**src/jogo_memoria_pkg.sv**
```systemverilog
`default_nettype none

package jogo_memoria_pkg;

    // button pattern and rom word width
    localparam int data_w = 4;

    // rom address width
    localparam int addr_w = 4;

    // rounds in a full game
    localparam int n_rodadas = 16;

    // control unit states, brought out on db_estado
    typedef enum logic [4:0] {
        inicial          = 5'h00,
        preparacao       = 5'h01,
        mostra           = 5'h02,
        mostra_intervalo = 5'h03,
        proximo_mostra   = 5'h04,
        espera_jogada    = 5'h05,
        registra         = 5'h06,
        comparacao       = 5'h07,
        proxima_jogada   = 5'h08,
        proxima_rodada   = 5'h09,
        fim_ganhou       = 5'h0a,
        fim_perdeu       = 5'h0b
    } estado_t;

    // led source select
    typedef enum logic [1:0] {
        leds_apagados = 2'b00,
        leds_memoria  = 2'b01,
        leds_botoes   = 2'b10
    } seletor_leds_t;

endpackage

`default_nettype wire
```
**src/jogo_memoria.sv**
```systemverilog
`timescale 1ns/1ps
`default_nettype none

module jogo_memoria #(
    parameter int DISPLAY_CYCLES = 1000,
    parameter int TIMEOUT_CYCLES = 4000
) (
    input  wire                                 clock,
    input  wire                                 rst,
    input  wire                                 iniciar,
    input  wire                                 seleciona_memoria,
    input  wire  [jogo_memoria_pkg::data_w-1:0] botoes,
    output logic [jogo_memoria_pkg::data_w-1:0] leds,
    output logic                                pronto,
    output logic                                ganhou,
    output logic                                perdeu,
    output logic                                timeout,
    output jogo_memoria_pkg::estado_t           db_estado,
    output logic [jogo_memoria_pkg::addr_w-1:0] db_contagem,
    output logic [jogo_memoria_pkg::addr_w-1:0] db_limite,
    output logic [jogo_memoria_pkg::data_w-1:0] db_memoria,
    output logic [jogo_memoria_pkg::data_w-1:0] db_jogada
);

    import jogo_memoria_pkg::*;

    // control unit to datapath
    logic          zera_e, conta_e, zera_l, conta_l, zera_m, conta_m;
    logic          conta_t, zera_r, registra_r, seleciona_memoria_r;
    seletor_leds_t seletor;

    // datapath status back to the control unit
    logic          fim_e, fim_l, fim_m, meio_m, jogada_feita;
    logic          botoes_igual_memoria, endereco_igual_limite;

    fluxo_dados #(
        .DISPLAY_CYCLES (DISPLAY_CYCLES),
        .TIMEOUT_CYCLES (TIMEOUT_CYCLES)
    ) fd (.*);

    unidade_controle uc (.*);

endmodule

`default_nettype wire

```
**src/unidade_controle.sv**
```systemverilog
`timescale 1ns/1ps
`default_nettype none

module unidade_controle (
    input  wire                             clock,
    input  wire                             rst,
    input  wire                             iniciar,
    input  wire                             seleciona_memoria,
    input  wire                             fim_e,
    input  wire                             fim_l,
    input  wire                             fim_m,
    input  wire                             meio_m,
    input  wire                             jogada_feita,
    input  wire                             botoes_igual_memoria,
    input  wire                             endereco_igual_limite,
    input  wire                             timeout,
    output logic                            zera_e,
    output logic                            conta_e,
    output logic                            zera_l,
    output logic                            conta_l,
    output logic                            zera_m,
    output logic                            conta_m,
    output logic                            conta_t,
    output logic                            zera_r,
    output logic                            registra_r,
    output logic                            seleciona_memoria_r,
    output jogo_memoria_pkg::seletor_leds_t seletor,
    output logic                            pronto,
    output logic                            ganhou,
    output logic                            perdeu,
    output jogo_memoria_pkg::estado_t       db_estado
);

    import jogo_memoria_pkg::*;

    estado_t           estado;
    estado_t           proximo;
    logic              partida;

    // a new game may start from idle or from either end state
    assign partida = iniciar &&
                     (estado == inicial || estado == fim_ganhou || estado == fim_perdeu);

    always_ff @(posedge clock) begin
        if (rst) begin
            estado <= inicial;
        end else begin
            estado <= proximo;
        end
    end

    // table choice taken with the start request
    always_ff @(posedge clock) begin
        if (rst) begin
            seleciona_memoria_r <= 1'b0;
        end else if (partida) begin
            seleciona_memoria_r <= seleciona_memoria;
        end
    end

    // ----------------------------------------------------------------
    // next state
    // ----------------------------------------------------------------

    always_comb begin
        proximo = estado;
        case (estado)
            inicial, fim_ganhou, fim_perdeu: begin
                if (partida) begin
                    proximo = preparacao;
                end
            end
            preparacao:       proximo = mostra;
            mostra:           if (meio_m) proximo = mostra_intervalo;
            mostra_intervalo: begin
                if (fim_m) begin
                    proximo = endereco_igual_limite ? espera_jogada : proximo_mostra;
                end
            end
            proximo_mostra:   proximo = mostra;
            espera_jogada: begin
                if (timeout) begin
                    proximo = fim_perdeu;
                end else if (jogada_feita) begin
                    proximo = registra;
                end
            end
            registra:         proximo = comparacao;
            comparacao: begin
                if (!botoes_igual_memoria) begin
                    proximo = fim_perdeu;
                end else if (!endereco_igual_limite) begin
                    proximo = proxima_jogada;
                end else if (fim_l) begin
                    proximo = fim_ganhou;
                end else begin
                    proximo = proxima_rodada;
                end
            end
            proxima_jogada:   proximo = espera_jogada;
            proxima_rodada:   proximo = mostra;
            default:          proximo = inicial;
        endcase
    end

    // ----------------------------------------------------------------
    // outputs
    // ----------------------------------------------------------------

    always_comb begin
        zera_e     = 1'b0;
        conta_e    = 1'b0;
        zera_l     = 1'b0;
        conta_l    = 1'b0;
        zera_m     = 1'b0;
        conta_m    = 1'b0;
        conta_t    = 1'b0;
        zera_r     = 1'b0;
        registra_r = 1'b0;
        seletor    = leds_apagados;
        pronto     = 1'b0;
        ganhou     = 1'b0;
        perdeu     = 1'b0;
        case (estado)
            preparacao: begin
                zera_e = 1'b1;
                zera_l = 1'b1;
                zera_m = 1'b1;
                zera_r = 1'b1;
            end
            mostra: begin
                conta_m = 1'b1;
                seletor = leds_memoria;
            end
            mostra_intervalo: begin
                conta_m = 1'b1;
                // last entry done, address back to 0 for the player
                zera_e  = fim_m && endereco_igual_limite;
            end
            proximo_mostra: begin
                conta_e = 1'b1;
                zera_m  = 1'b1;
            end
            espera_jogada: begin
                conta_t = 1'b1;
                seletor = leds_botoes;
            end
            registra: begin
                registra_r = 1'b1;
                seletor    = leds_botoes;
            end
            comparacao:     seletor = leds_botoes;
            proxima_jogada: begin
                conta_e = 1'b1;
                seletor = leds_botoes;
            end
            proxima_rodada: begin
                conta_l = 1'b1;
                zera_e  = 1'b1;
                zera_m  = 1'b1;
            end
            fim_ganhou: begin
                pronto = 1'b1;
                ganhou = 1'b1;
            end
            fim_perdeu: begin
                pronto = 1'b1;
                perdeu = 1'b1;
            end
            default: ;
        endcase
    end

    assign db_estado = estado;

    a_resultado_unico: assert property (
        @(posedge clock) disable iff (rst)
        !(ganhou && perdeu)
    ) else $error("unidade_controle: ganhou and perdeu both high");

    a_estado_legal: assert property (
        @(posedge clock) disable iff (rst)
        estado inside {inicial, preparacao, mostra, mostra_intervalo, proximo_mostra,
                       espera_jogada, registra, comparacao, proxima_jogada,
                       proxima_rodada, fim_ganhou, fim_perdeu}
    ) else $error("unidade_controle: illegal state");

    // the address never runs past the round limit
    a_endereco_no_limite: assert property (
        @(posedge clock) disable iff (rst)
        fim_e |-> fim_l
    ) else $error("unidade_controle: address past the round limit");

endmodule

`default_nettype wire

```
**src/fluxo_dados.sv**
```systemverilog
`timescale 1ns/1ps
`default_nettype none

module fluxo_dados #(
    parameter int DISPLAY_CYCLES = 1000,
    parameter int TIMEOUT_CYCLES = 4000
) (
    input  wire                                  clock,
    input  wire                                  rst,
    input  wire                                  zera_e,
    input  wire                                  conta_e,
    input  wire                                  zera_l,
    input  wire                                  conta_l,
    input  wire                                  zera_m,
    input  wire                                  conta_m,
    input  wire                                  conta_t,
    input  wire                                  zera_r,
    input  wire                                  registra_r,
    input  wire                                  seleciona_memoria_r,
    input  wire jogo_memoria_pkg::seletor_leds_t seletor,
    input  wire  [jogo_memoria_pkg::data_w-1:0]  botoes,
    output logic                                 botoes_igual_memoria,
    output logic                                 fim_e,
    output logic                                 fim_l,
    output logic                                 fim_m,
    output logic                                 meio_m,
    output logic                                 endereco_igual_limite,
    output logic                                 jogada_feita,
    output logic                                 timeout,
    output logic [jogo_memoria_pkg::data_w-1:0]  leds,
    output logic [jogo_memoria_pkg::addr_w-1:0]  db_contagem,
    output logic [jogo_memoria_pkg::addr_w-1:0]  db_limite,
    output logic [jogo_memoria_pkg::data_w-1:0]  db_memoria,
    output logic [jogo_memoria_pkg::data_w-1:0]  db_jogada
);

    import jogo_memoria_pkg::*;

    logic [addr_w-1:0] endereco;
    logic [addr_w-1:0] limite;
    logic [data_w-1:0] dado_0;
    logic [data_w-1:0] dado_1;
    logic [data_w-1:0] memoria;
    logic [data_w-1:0] jogada;
    logic              fim_t;
    logic              algum_botao;
    logic              botao_ant;
    seletor_leds_t     seletor_q;

    // ----------------------------------------------------------------
    // counters
    // ----------------------------------------------------------------

    contador_m #(.M(2**addr_w), .N(addr_w)) contador_endereco (
        .clock (clock),
        .rst   (rst),
        .zera  (zera_e),
        .conta (conta_e),
        .q     (endereco),
        .fim   (fim_e),
        .meio  ()
    );

    contador_m #(.M(n_rodadas), .N(addr_w)) contador_limite (
        .clock (clock),
        .rst   (rst),
        .zera  (zera_l),
        .conta (conta_l),
        .q     (limite),
        .fim   (fim_l),
        .meio  ()
    );

    // lit up to meio, dark up to fim
    contador_m #(.M(DISPLAY_CYCLES), .N($clog2(DISPLAY_CYCLES))) contador_mostra (
        .clock (clock),
        .rst   (rst),
        .zera  (zera_m),
        .conta (conta_m),
        .q     (),
        .fim   (fim_m),
        .meio  (meio_m)
    );

    // runs only while conta_t is high
    contador_m #(.M(TIMEOUT_CYCLES), .N($clog2(TIMEOUT_CYCLES))) contador_timeout (
        .clock (clock),
        .rst   (rst),
        .zera  (!conta_t),
        .conta (conta_t),
        .q     (),
        .fim   (fim_t),
        .meio  ()
    );

    // timeout flag, kept until the next game starts
    always_ff @(posedge clock) begin
        if (rst || zera_r) begin
            timeout <= 1'b0;
        end else if (conta_t && fim_t) begin
            timeout <= 1'b1;
        end
    end

    // ----------------------------------------------------------------
    // pattern memories
    // ----------------------------------------------------------------

    sync_rom_16x4 #(.TABELA(0)) rom_0 (
        .clock    (clock),
        .endereco (endereco),
        .dado     (dado_0)
    );

    sync_rom_16x4 #(.TABELA(1)) rom_1 (
        .clock    (clock),
        .endereco (endereco),
        .dado     (dado_1)
    );

    assign memoria = seleciona_memoria_r ? dado_1 : dado_0;

    // ----------------------------------------------------------------
    // play register, edge detector, compare
    // ----------------------------------------------------------------

    always_ff @(posedge clock) begin
        if (rst || zera_r) begin
            jogada <= '0;
        end else if (registra_r) begin
            jogada <= botoes;
        end
    end

    assign algum_botao = |botoes;

    always_ff @(posedge clock) begin
        if (rst) begin
            botao_ant <= 1'b0;
        end else begin
            botao_ant <= algum_botao;
        end
    end

    // first cycle of a press only
    assign jogada_feita = algum_botao && !botao_ant;

    assign botoes_igual_memoria  = (jogada == memoria);
    assign endereco_igual_limite = (endereco == limite);

    // led source lags one cycle to line up with the rom read
    always_ff @(posedge clock) begin
        if (rst) begin
            seletor_q <= leds_apagados;
        end else begin
            seletor_q <= seletor;
        end
    end

    always_comb begin
        case (seletor_q)
            leds_memoria: leds = memoria;
            leds_botoes:  leds = botoes;
            default:      leds = '0;
        endcase
    end

    assign db_contagem = endereco;
    assign db_limite   = limite;
    assign db_memoria  = memoria;
    assign db_jogada   = jogada;

    a_jogada_um_ciclo: assert property (
        @(posedge clock) disable iff (rst)
        jogada_feita |=> !jogada_feita
    ) else $error("fluxo_dados: jogada_feita held for two cycles");

endmodule

`default_nettype wire

```
**src/sync_rom_16x4.sv**
```systemverilog
`timescale 1ns/1ps
`default_nettype none

module sync_rom_16x4 #(
    parameter int TABELA = 0
) (
    input  wire                                 clock,
    input  wire  [jogo_memoria_pkg::addr_w-1:0] endereco,
    output logic [jogo_memoria_pkg::data_w-1:0] dado
);

    import jogo_memoria_pkg::*;

    // table 0 walks the buttons upward, one per entry
    localparam logic [data_w-1:0] tabela_0 [2**addr_w] = '{
        4'b0001, 4'b0010, 4'b0100, 4'b1000,
        4'b0001, 4'b0010, 4'b0100, 4'b1000,
        4'b0001, 4'b0010, 4'b0100, 4'b1000,
        4'b0001, 4'b0010, 4'b0100, 4'b1000
    };

    // table 1 steps three buttons at a time
    localparam logic [data_w-1:0] tabela_1 [2**addr_w] = '{
        4'b0001, 4'b1000, 4'b0100, 4'b0010,
        4'b0001, 4'b1000, 4'b0100, 4'b0010,
        4'b0001, 4'b1000, 4'b0100, 4'b0010,
        4'b0001, 4'b1000, 4'b0100, 4'b0010
    };

    // registered read, data one cycle after the address
    always_ff @(posedge clock) begin
        if (TABELA == 0) begin
            dado <= tabela_0[endereco];
        end else begin
            dado <= tabela_1[endereco];
        end
    end

endmodule

`default_nettype wire

```
**src/contador_m.sv**
```systemverilog
`timescale 1ns/1ps
`default_nettype none

module contador_m #(
    parameter int M = 16,
    parameter int N = 4
) (
    input  wire          clock,
    input  wire          rst,
    input  wire          zera,
    input  wire          conta,
    output logic [N-1:0] q,
    output logic         fim,
    output logic         meio
);

    // clear wins over count
    always_ff @(posedge clock) begin
        if (rst || zera) begin
            q <= '0;
        end else if (conta) begin
            if (q == N'(M - 1)) begin
                q <= '0;
            end else begin
                q <= q + 1'b1;
            end
        end
    end

    // end of count and half-way flags
    assign fim  = (q == N'(M - 1));
    assign meio = (q == N'(M / 2 - 1));

    a_q_abaixo_de_m: assert property (
        @(posedge clock) disable iff (rst)
        q < M
    ) else $error("contador_m: q reached M");

endmodule

`default_nettype wire

```
**config.mk**
```make
export PLATFORM = sky130hd
export DESIGN_NAME = jogo_memoria
export DESIGN_NICKNAME = d
export VERILOG_FILES = /design/src/jogo_memoria_pkg.sv /design/src/jogo_memoria.sv /design/src/unidade_controle.sv /design/src/fluxo_dados.sv /design/src/sync_rom_16x4.sv /design/src/contador_m.sv
export SDC_FILE = /design/constraint.sdc
export NUM_CORES = 1
export LEC_CHECK = 0
export ABC_AREA = 0
export BUFFER_PORTS_ARGS = -buffer_cell sky130_fd_sc_hd__buf_2
export CAP_MARGIN = 40
export CELL_PAD_IN_SITES_DETAIL_PLACEMENT = 1
export CELL_PAD_IN_SITES_GLOBAL_PLACEMENT = 2
export CORE_MARGIN = 4
export CORE_UTILIZATION = 30
export CTS_CLUSTER_SIZE = 25
export DETAILED_ROUTE_END_ITERATION = 7
export GPL_ROUTABILITY_DRIVEN = 0
export GPL_TIMING_DRIVEN = 1
export HOLD_SLACK_MARGIN = 0.1
export PLACE_DENSITY = 0.84
export SYNTH_ARGS = -nofsm -noshare
export SYNTH_HDL_FRONTEND = slang
export SYNTH_SLANG_ARGS = --single-unit
```
**constraint.sdc**
```tcl
create_clock -name clock -period 1.75 [get_ports clock]
set_input_delay 0.35 -clock clock [delete_from_list [all_inputs] [get_ports clock]]
set_output_delay 0.35 -clock clock [all_outputs]
set_load 0.1 [all_outputs]
```
==> summary.txt <==
RSZ-0062 raised after global routing -> yes
Area of the core -> 7767 µm²
Worst-case clock buffer depth -> 2
Clk sinks -> 47
Final antenna diode count -> 0
Violated checks -> negative setup slack
Routed Antenna Nets -> 0
Total number of yosys warnings -> 0
Initial standard-cell utilization of the core -> 30.88%
Final net count -> 364
Distinct cell type count of the synthesized netlist -> 49
Wire length of the first global-routing pass -> 11,650 µm
Count of flip-flops with a built-in enable after synthesis -> 0
I/O pins -> 37
Initial antenna violation count -> 0
Number of instances in the synthesized netlist -> 281
Maximum cell stage delay along the critical path -> 0.45 ns
HPWL after detailed placement -> 4899 µm
Detail-routed net length per standard cell -> 15.41 µm
Width of the die -> 97.42 µm
Total power of the final layout -> 3.314 mW
Maximum fanout along the worst path -> 3
CP Buf/Inv Count -> 0
Fraction of registers with async set or reset after synthesis -> 0%
Run status -> complete, but fails checks
Cell at the root of the clock tree -> sky130_fd_sc_hd__clkbuf_8
Synthesized area per cell -> 8.536 µm²
CP max stage cell -> sky130_fd_sc_hd__or4_4
Max rail drop VDD -> 0.0003907 V
Power density of the placed cells -> 964.4 nW/µm²
Clock input transition at the sequential cells of the worst setup and hold paths -> 0.09 ns
Count of routing violations after the opening detailed-route iteration -> 70
Final WS setup -> -0.08771 ns
WP data arrival -> 2.07 ns
Routed Wire Length -> 6982 µm
Setup violation total in the final timing report -> 5
Total of fill cells in the finished design -> 898
Startpoint Class -> register
Clock skew -> 0.008966 ns
Post-route DRC violation count -> 0
Layout cells sized above 1 -> 40.74%
Syn-to-layout area delta -> 43.24%
Total Die Area -> 9490 µm²
Detailed-route vias per instance -> 4.967
Worst min-delay path category -> in -> reg
Post-route fraction of the period consumed by the critical path -> 105.0%
Required time worst endpoint -> 1.98 ns
Net count after synthesis -> 295
Category of the most critical setup path -> reg -> reg
Register bit count reported by yosys -> 47
Number of buffers created by CTS -> 5
Die Y -> 97.42 µm
Fin. max-slew vios -> 0
Total iterations of the first detailed-routing run -> 4
TritonCTS clock tree -> built
Port Buffer Count -> 35
CTS H-tree depth -> 2
Vias -> 2,250
Achievable frequency -> 0.5442 GHz
Clock insertion delay at the later pin of the skew report -> 0.30 ns
Critical-path cell list -> ha_4 > nand4_1 > or4_4 > nor2b_4 > a2111o_1 > o21ai_1
Max-cap violation count -> 0
Final setup TNS -> -0.1991 ns
Grt total ovfl -> 0
Cell area after synthesis -> 2399 µm²
Pin count of the biggest net entering global routing -> 18
Number of placement rows -> 32
Critical Path End Type -> register
Post-synth top flop -> sky130_fd_sc_hd__dfxtp_1
Vias in the first global route -> 2,307
Post-layout minimum cycle time -> 1.838 ns
Utilization of the core after routing -> 44.23%
Leakage dissipation -> 1.298 nW
Hold WS -> 0.3429 ns
Register area share after synthesis -> 39.23%
Worst path top cell family by delay -> simple AND/OR/NAND/NOR gates
Overall track demand over capacity in global routing -> 14.72%
Final hold violation count -> 0
==> placed cells by master, fill, tap and decap left out, types with 4 or more instances in the layout <==
| cell | instances |
|---|---|
| sky130_fd_sc_hd__clkbuf_8 | 5 |
| sky130_fd_sc_hd__nand4_1 | 5 |
| sky130_fd_sc_hd__nor2b_1 | 7 |
| sky130_fd_sc_hd__nor2_1 | 44 |
| sky130_fd_sc_hd__dfxtp_2 | 17 |
| sky130_fd_sc_hd__o21ai_0 | 5 |
| sky130_fd_sc_hd__xnor2_1 | 14 |
| sky130_fd_sc_hd__nor2_4 | 5 |
| sky130_fd_sc_hd__a21oi_1 | 11 |
| sky130_fd_sc_hd__buf_2 | 28 |
| sky130_fd_sc_hd__a22oi_2 | 4 |
| sky130_fd_sc_hd__nand3_1 | 12 |
| sky130_fd_sc_hd__nand2b_1 | 4 |
| sky130_fd_sc_hd__buf_4 | 34 |
| sky130_fd_sc_hd__nand2_1 | 18 |
| sky130_fd_sc_hd__dfxtp_1 | 24 |
| sky130_fd_sc_hd__mux2i_1 | 9 |
| sky130_fd_sc_hd__nor3_1 | 7 |
| sky130_fd_sc_hd__buf_12 | 9 |
| sky130_fd_sc_hd__dfxtp_4 | 6 |
| sky130_fd_sc_hd__and3_1 | 4 |
| sky130_fd_sc_hd__xor2_1 | 15 |
==> per-layer routing <==
metal / GRT usage, % / vias to the layer above / share of wire [%]
li1: - / 1102 / -
met2: 25.51 / 34 / 51
met4: 4.473 / 0 / 1.5
met5: 0 / - / 0
met3: 2.225 / 8 / 3.0
met1: 18.77 / 1106 / 44
==> cells in the mapped netlist, types with 2 or more instances <==
master	count	area share (%)
sky130_fd_sc_hd__o21ai_1	2	0.42
sky130_fd_sc_hd__nor2_1	50	7.8
sky130_fd_sc_hd__o21ai_0	7	1.5
sky130_fd_sc_hd__mux2i_1	9	3.8
sky130_fd_sc_hd__nand2_1	20	3.1
sky130_fd_sc_hd__nor4_1	2	0.52
sky130_fd_sc_hd__or3_1	2	0.52
sky130_fd_sc_hd__nand4_1	5	1.3
sky130_fd_sc_hd__nor3_1	8	1.7
sky130_fd_sc_hd__buf_2	5	1.0
sky130_fd_sc_hd__nor2b_1	9	2.3
sky130_fd_sc_hd__and3_1	5	1.3
sky130_fd_sc_hd__clkbuf_1	6	0.94
sky130_fd_sc_hd__xnor2_1	14	5.1
sky130_fd_sc_hd__dfxtp_1	47	39
sky130_fd_sc_hd__xor2_1	15	5.5
sky130_fd_sc_hd__a21o_1	2	0.63
sky130_fd_sc_hd__inv_1	6	0.94
sky130_fd_sc_hd__a31oi_1	2	0.52
sky130_fd_sc_hd__a22oi_1	4	1.3
sky130_fd_sc_hd__a21oi_1	11	2.3
sky130_fd_sc_hd__nand3_1	12	2.5
sky130_fd_sc_hd__buf_4	2	0.63
sky130_fd_sc_hd__a2111oi_0	2	0.73
sky130_fd_sc_hd__ha_1	6	3.1
sky130_fd_sc_hd__mux2_2	2	0.94
sky130_fd_sc_hd__nand2b_1	4	1.0
==> power breakdown <==
part	leakage (nW)	internal, mW	total, mW	switching (mW)
combinational	0.852	0.509	1.26	0.753
clock	0.0524	0.428	0.791	0.363
sequential	0.393	1.14	1.26	0.121
total	1.30	2.08	3.31	1.24
==> worst min-delay path: cells and delay by family <==
family,cells,cell delay (ns)
and+or+nand+nor,1,0.07
buffers and inverters,1,0.11
muxes,1,0.07
==> repair_timing <==
item | in CTS | in global routing
endpoints found under the hold margin | 0 | 0
buffers inserted | 10 | 3
hold buffers | 0 | 0
pin swaps | 10 | 12
setup endpoints to repair | 24 | 36
resized for setup | 22 | 17
==> sequential cells by signal, indices dropped and copies added, names as in the netlist, 2 cells and up <==
signal                  cells
fd.contador_endereco.q      4
fd.seletor_q                2
fd.contador_timeout.q      12
fd.contador_mostra.q       10
fd.contador_limite.q        4
fd.rom_1.dado               3
fd.db_jogada                4
uc.db_estado                4
==> final cells by class <==
class | count | area [µm²] | share of cell area [%]
timing repair buffer | 75 | 624.3 | 18.17
sequential | 47 | 984.7 | 28.66
clock buffer | 7 | 76.32 | 2.221
clock inverter | 1 | 30.03 | 0.8740
tap | 102 | 127.6 | 3.714
multi-input combinational | 215 | 1567 | 45.59
inverter | 6 | 26.28 | 0.7647
==> logic make-up after synthesis <==
logic type | count (synthesis) | synth area share (%)
xor+xnor | 29 | 10.59
simple gates | 130 | 28.22
buf+inv | 19 | 3.547
compound gates | 38 | 10.43
other cells | 1 | 0.1563
fa+ha+maj | 6 | 3.130
mux | 11 | 4.695
flops | 47 | 39.23
==> through the flow <==
step	setup WS, ns	instance area (µm²)	instances
after floorplan	-0.2011	2541	281
after global placement	-0.07900	3078	432
after detailed placement	-0.1775	3078	432
after CTS	-0.03279	3348	450
after global routing	-0.1458	3436	453
final	-0.08771	3436	453
==> final timing paths <==
kind                                               start                  endpoint  slack [ns]  depth (start not counted)
worst min register to register  fd.contador_timeout.q[0]  fd.contador_timeout.q[0]        0.47                          1
worst min-delay path                           botoes[0]           fd.db_jogada[0]        0.34                          3
worst max register to register   fd.contador_mostra.q[0]           uc.db_estado[1]       -0.09                          6
worst max-delay path             fd.contador_mostra.q[0]           uc.db_estado[1]       -0.09                          6
No activity file was read; power rests on OpenSTA's default activity.
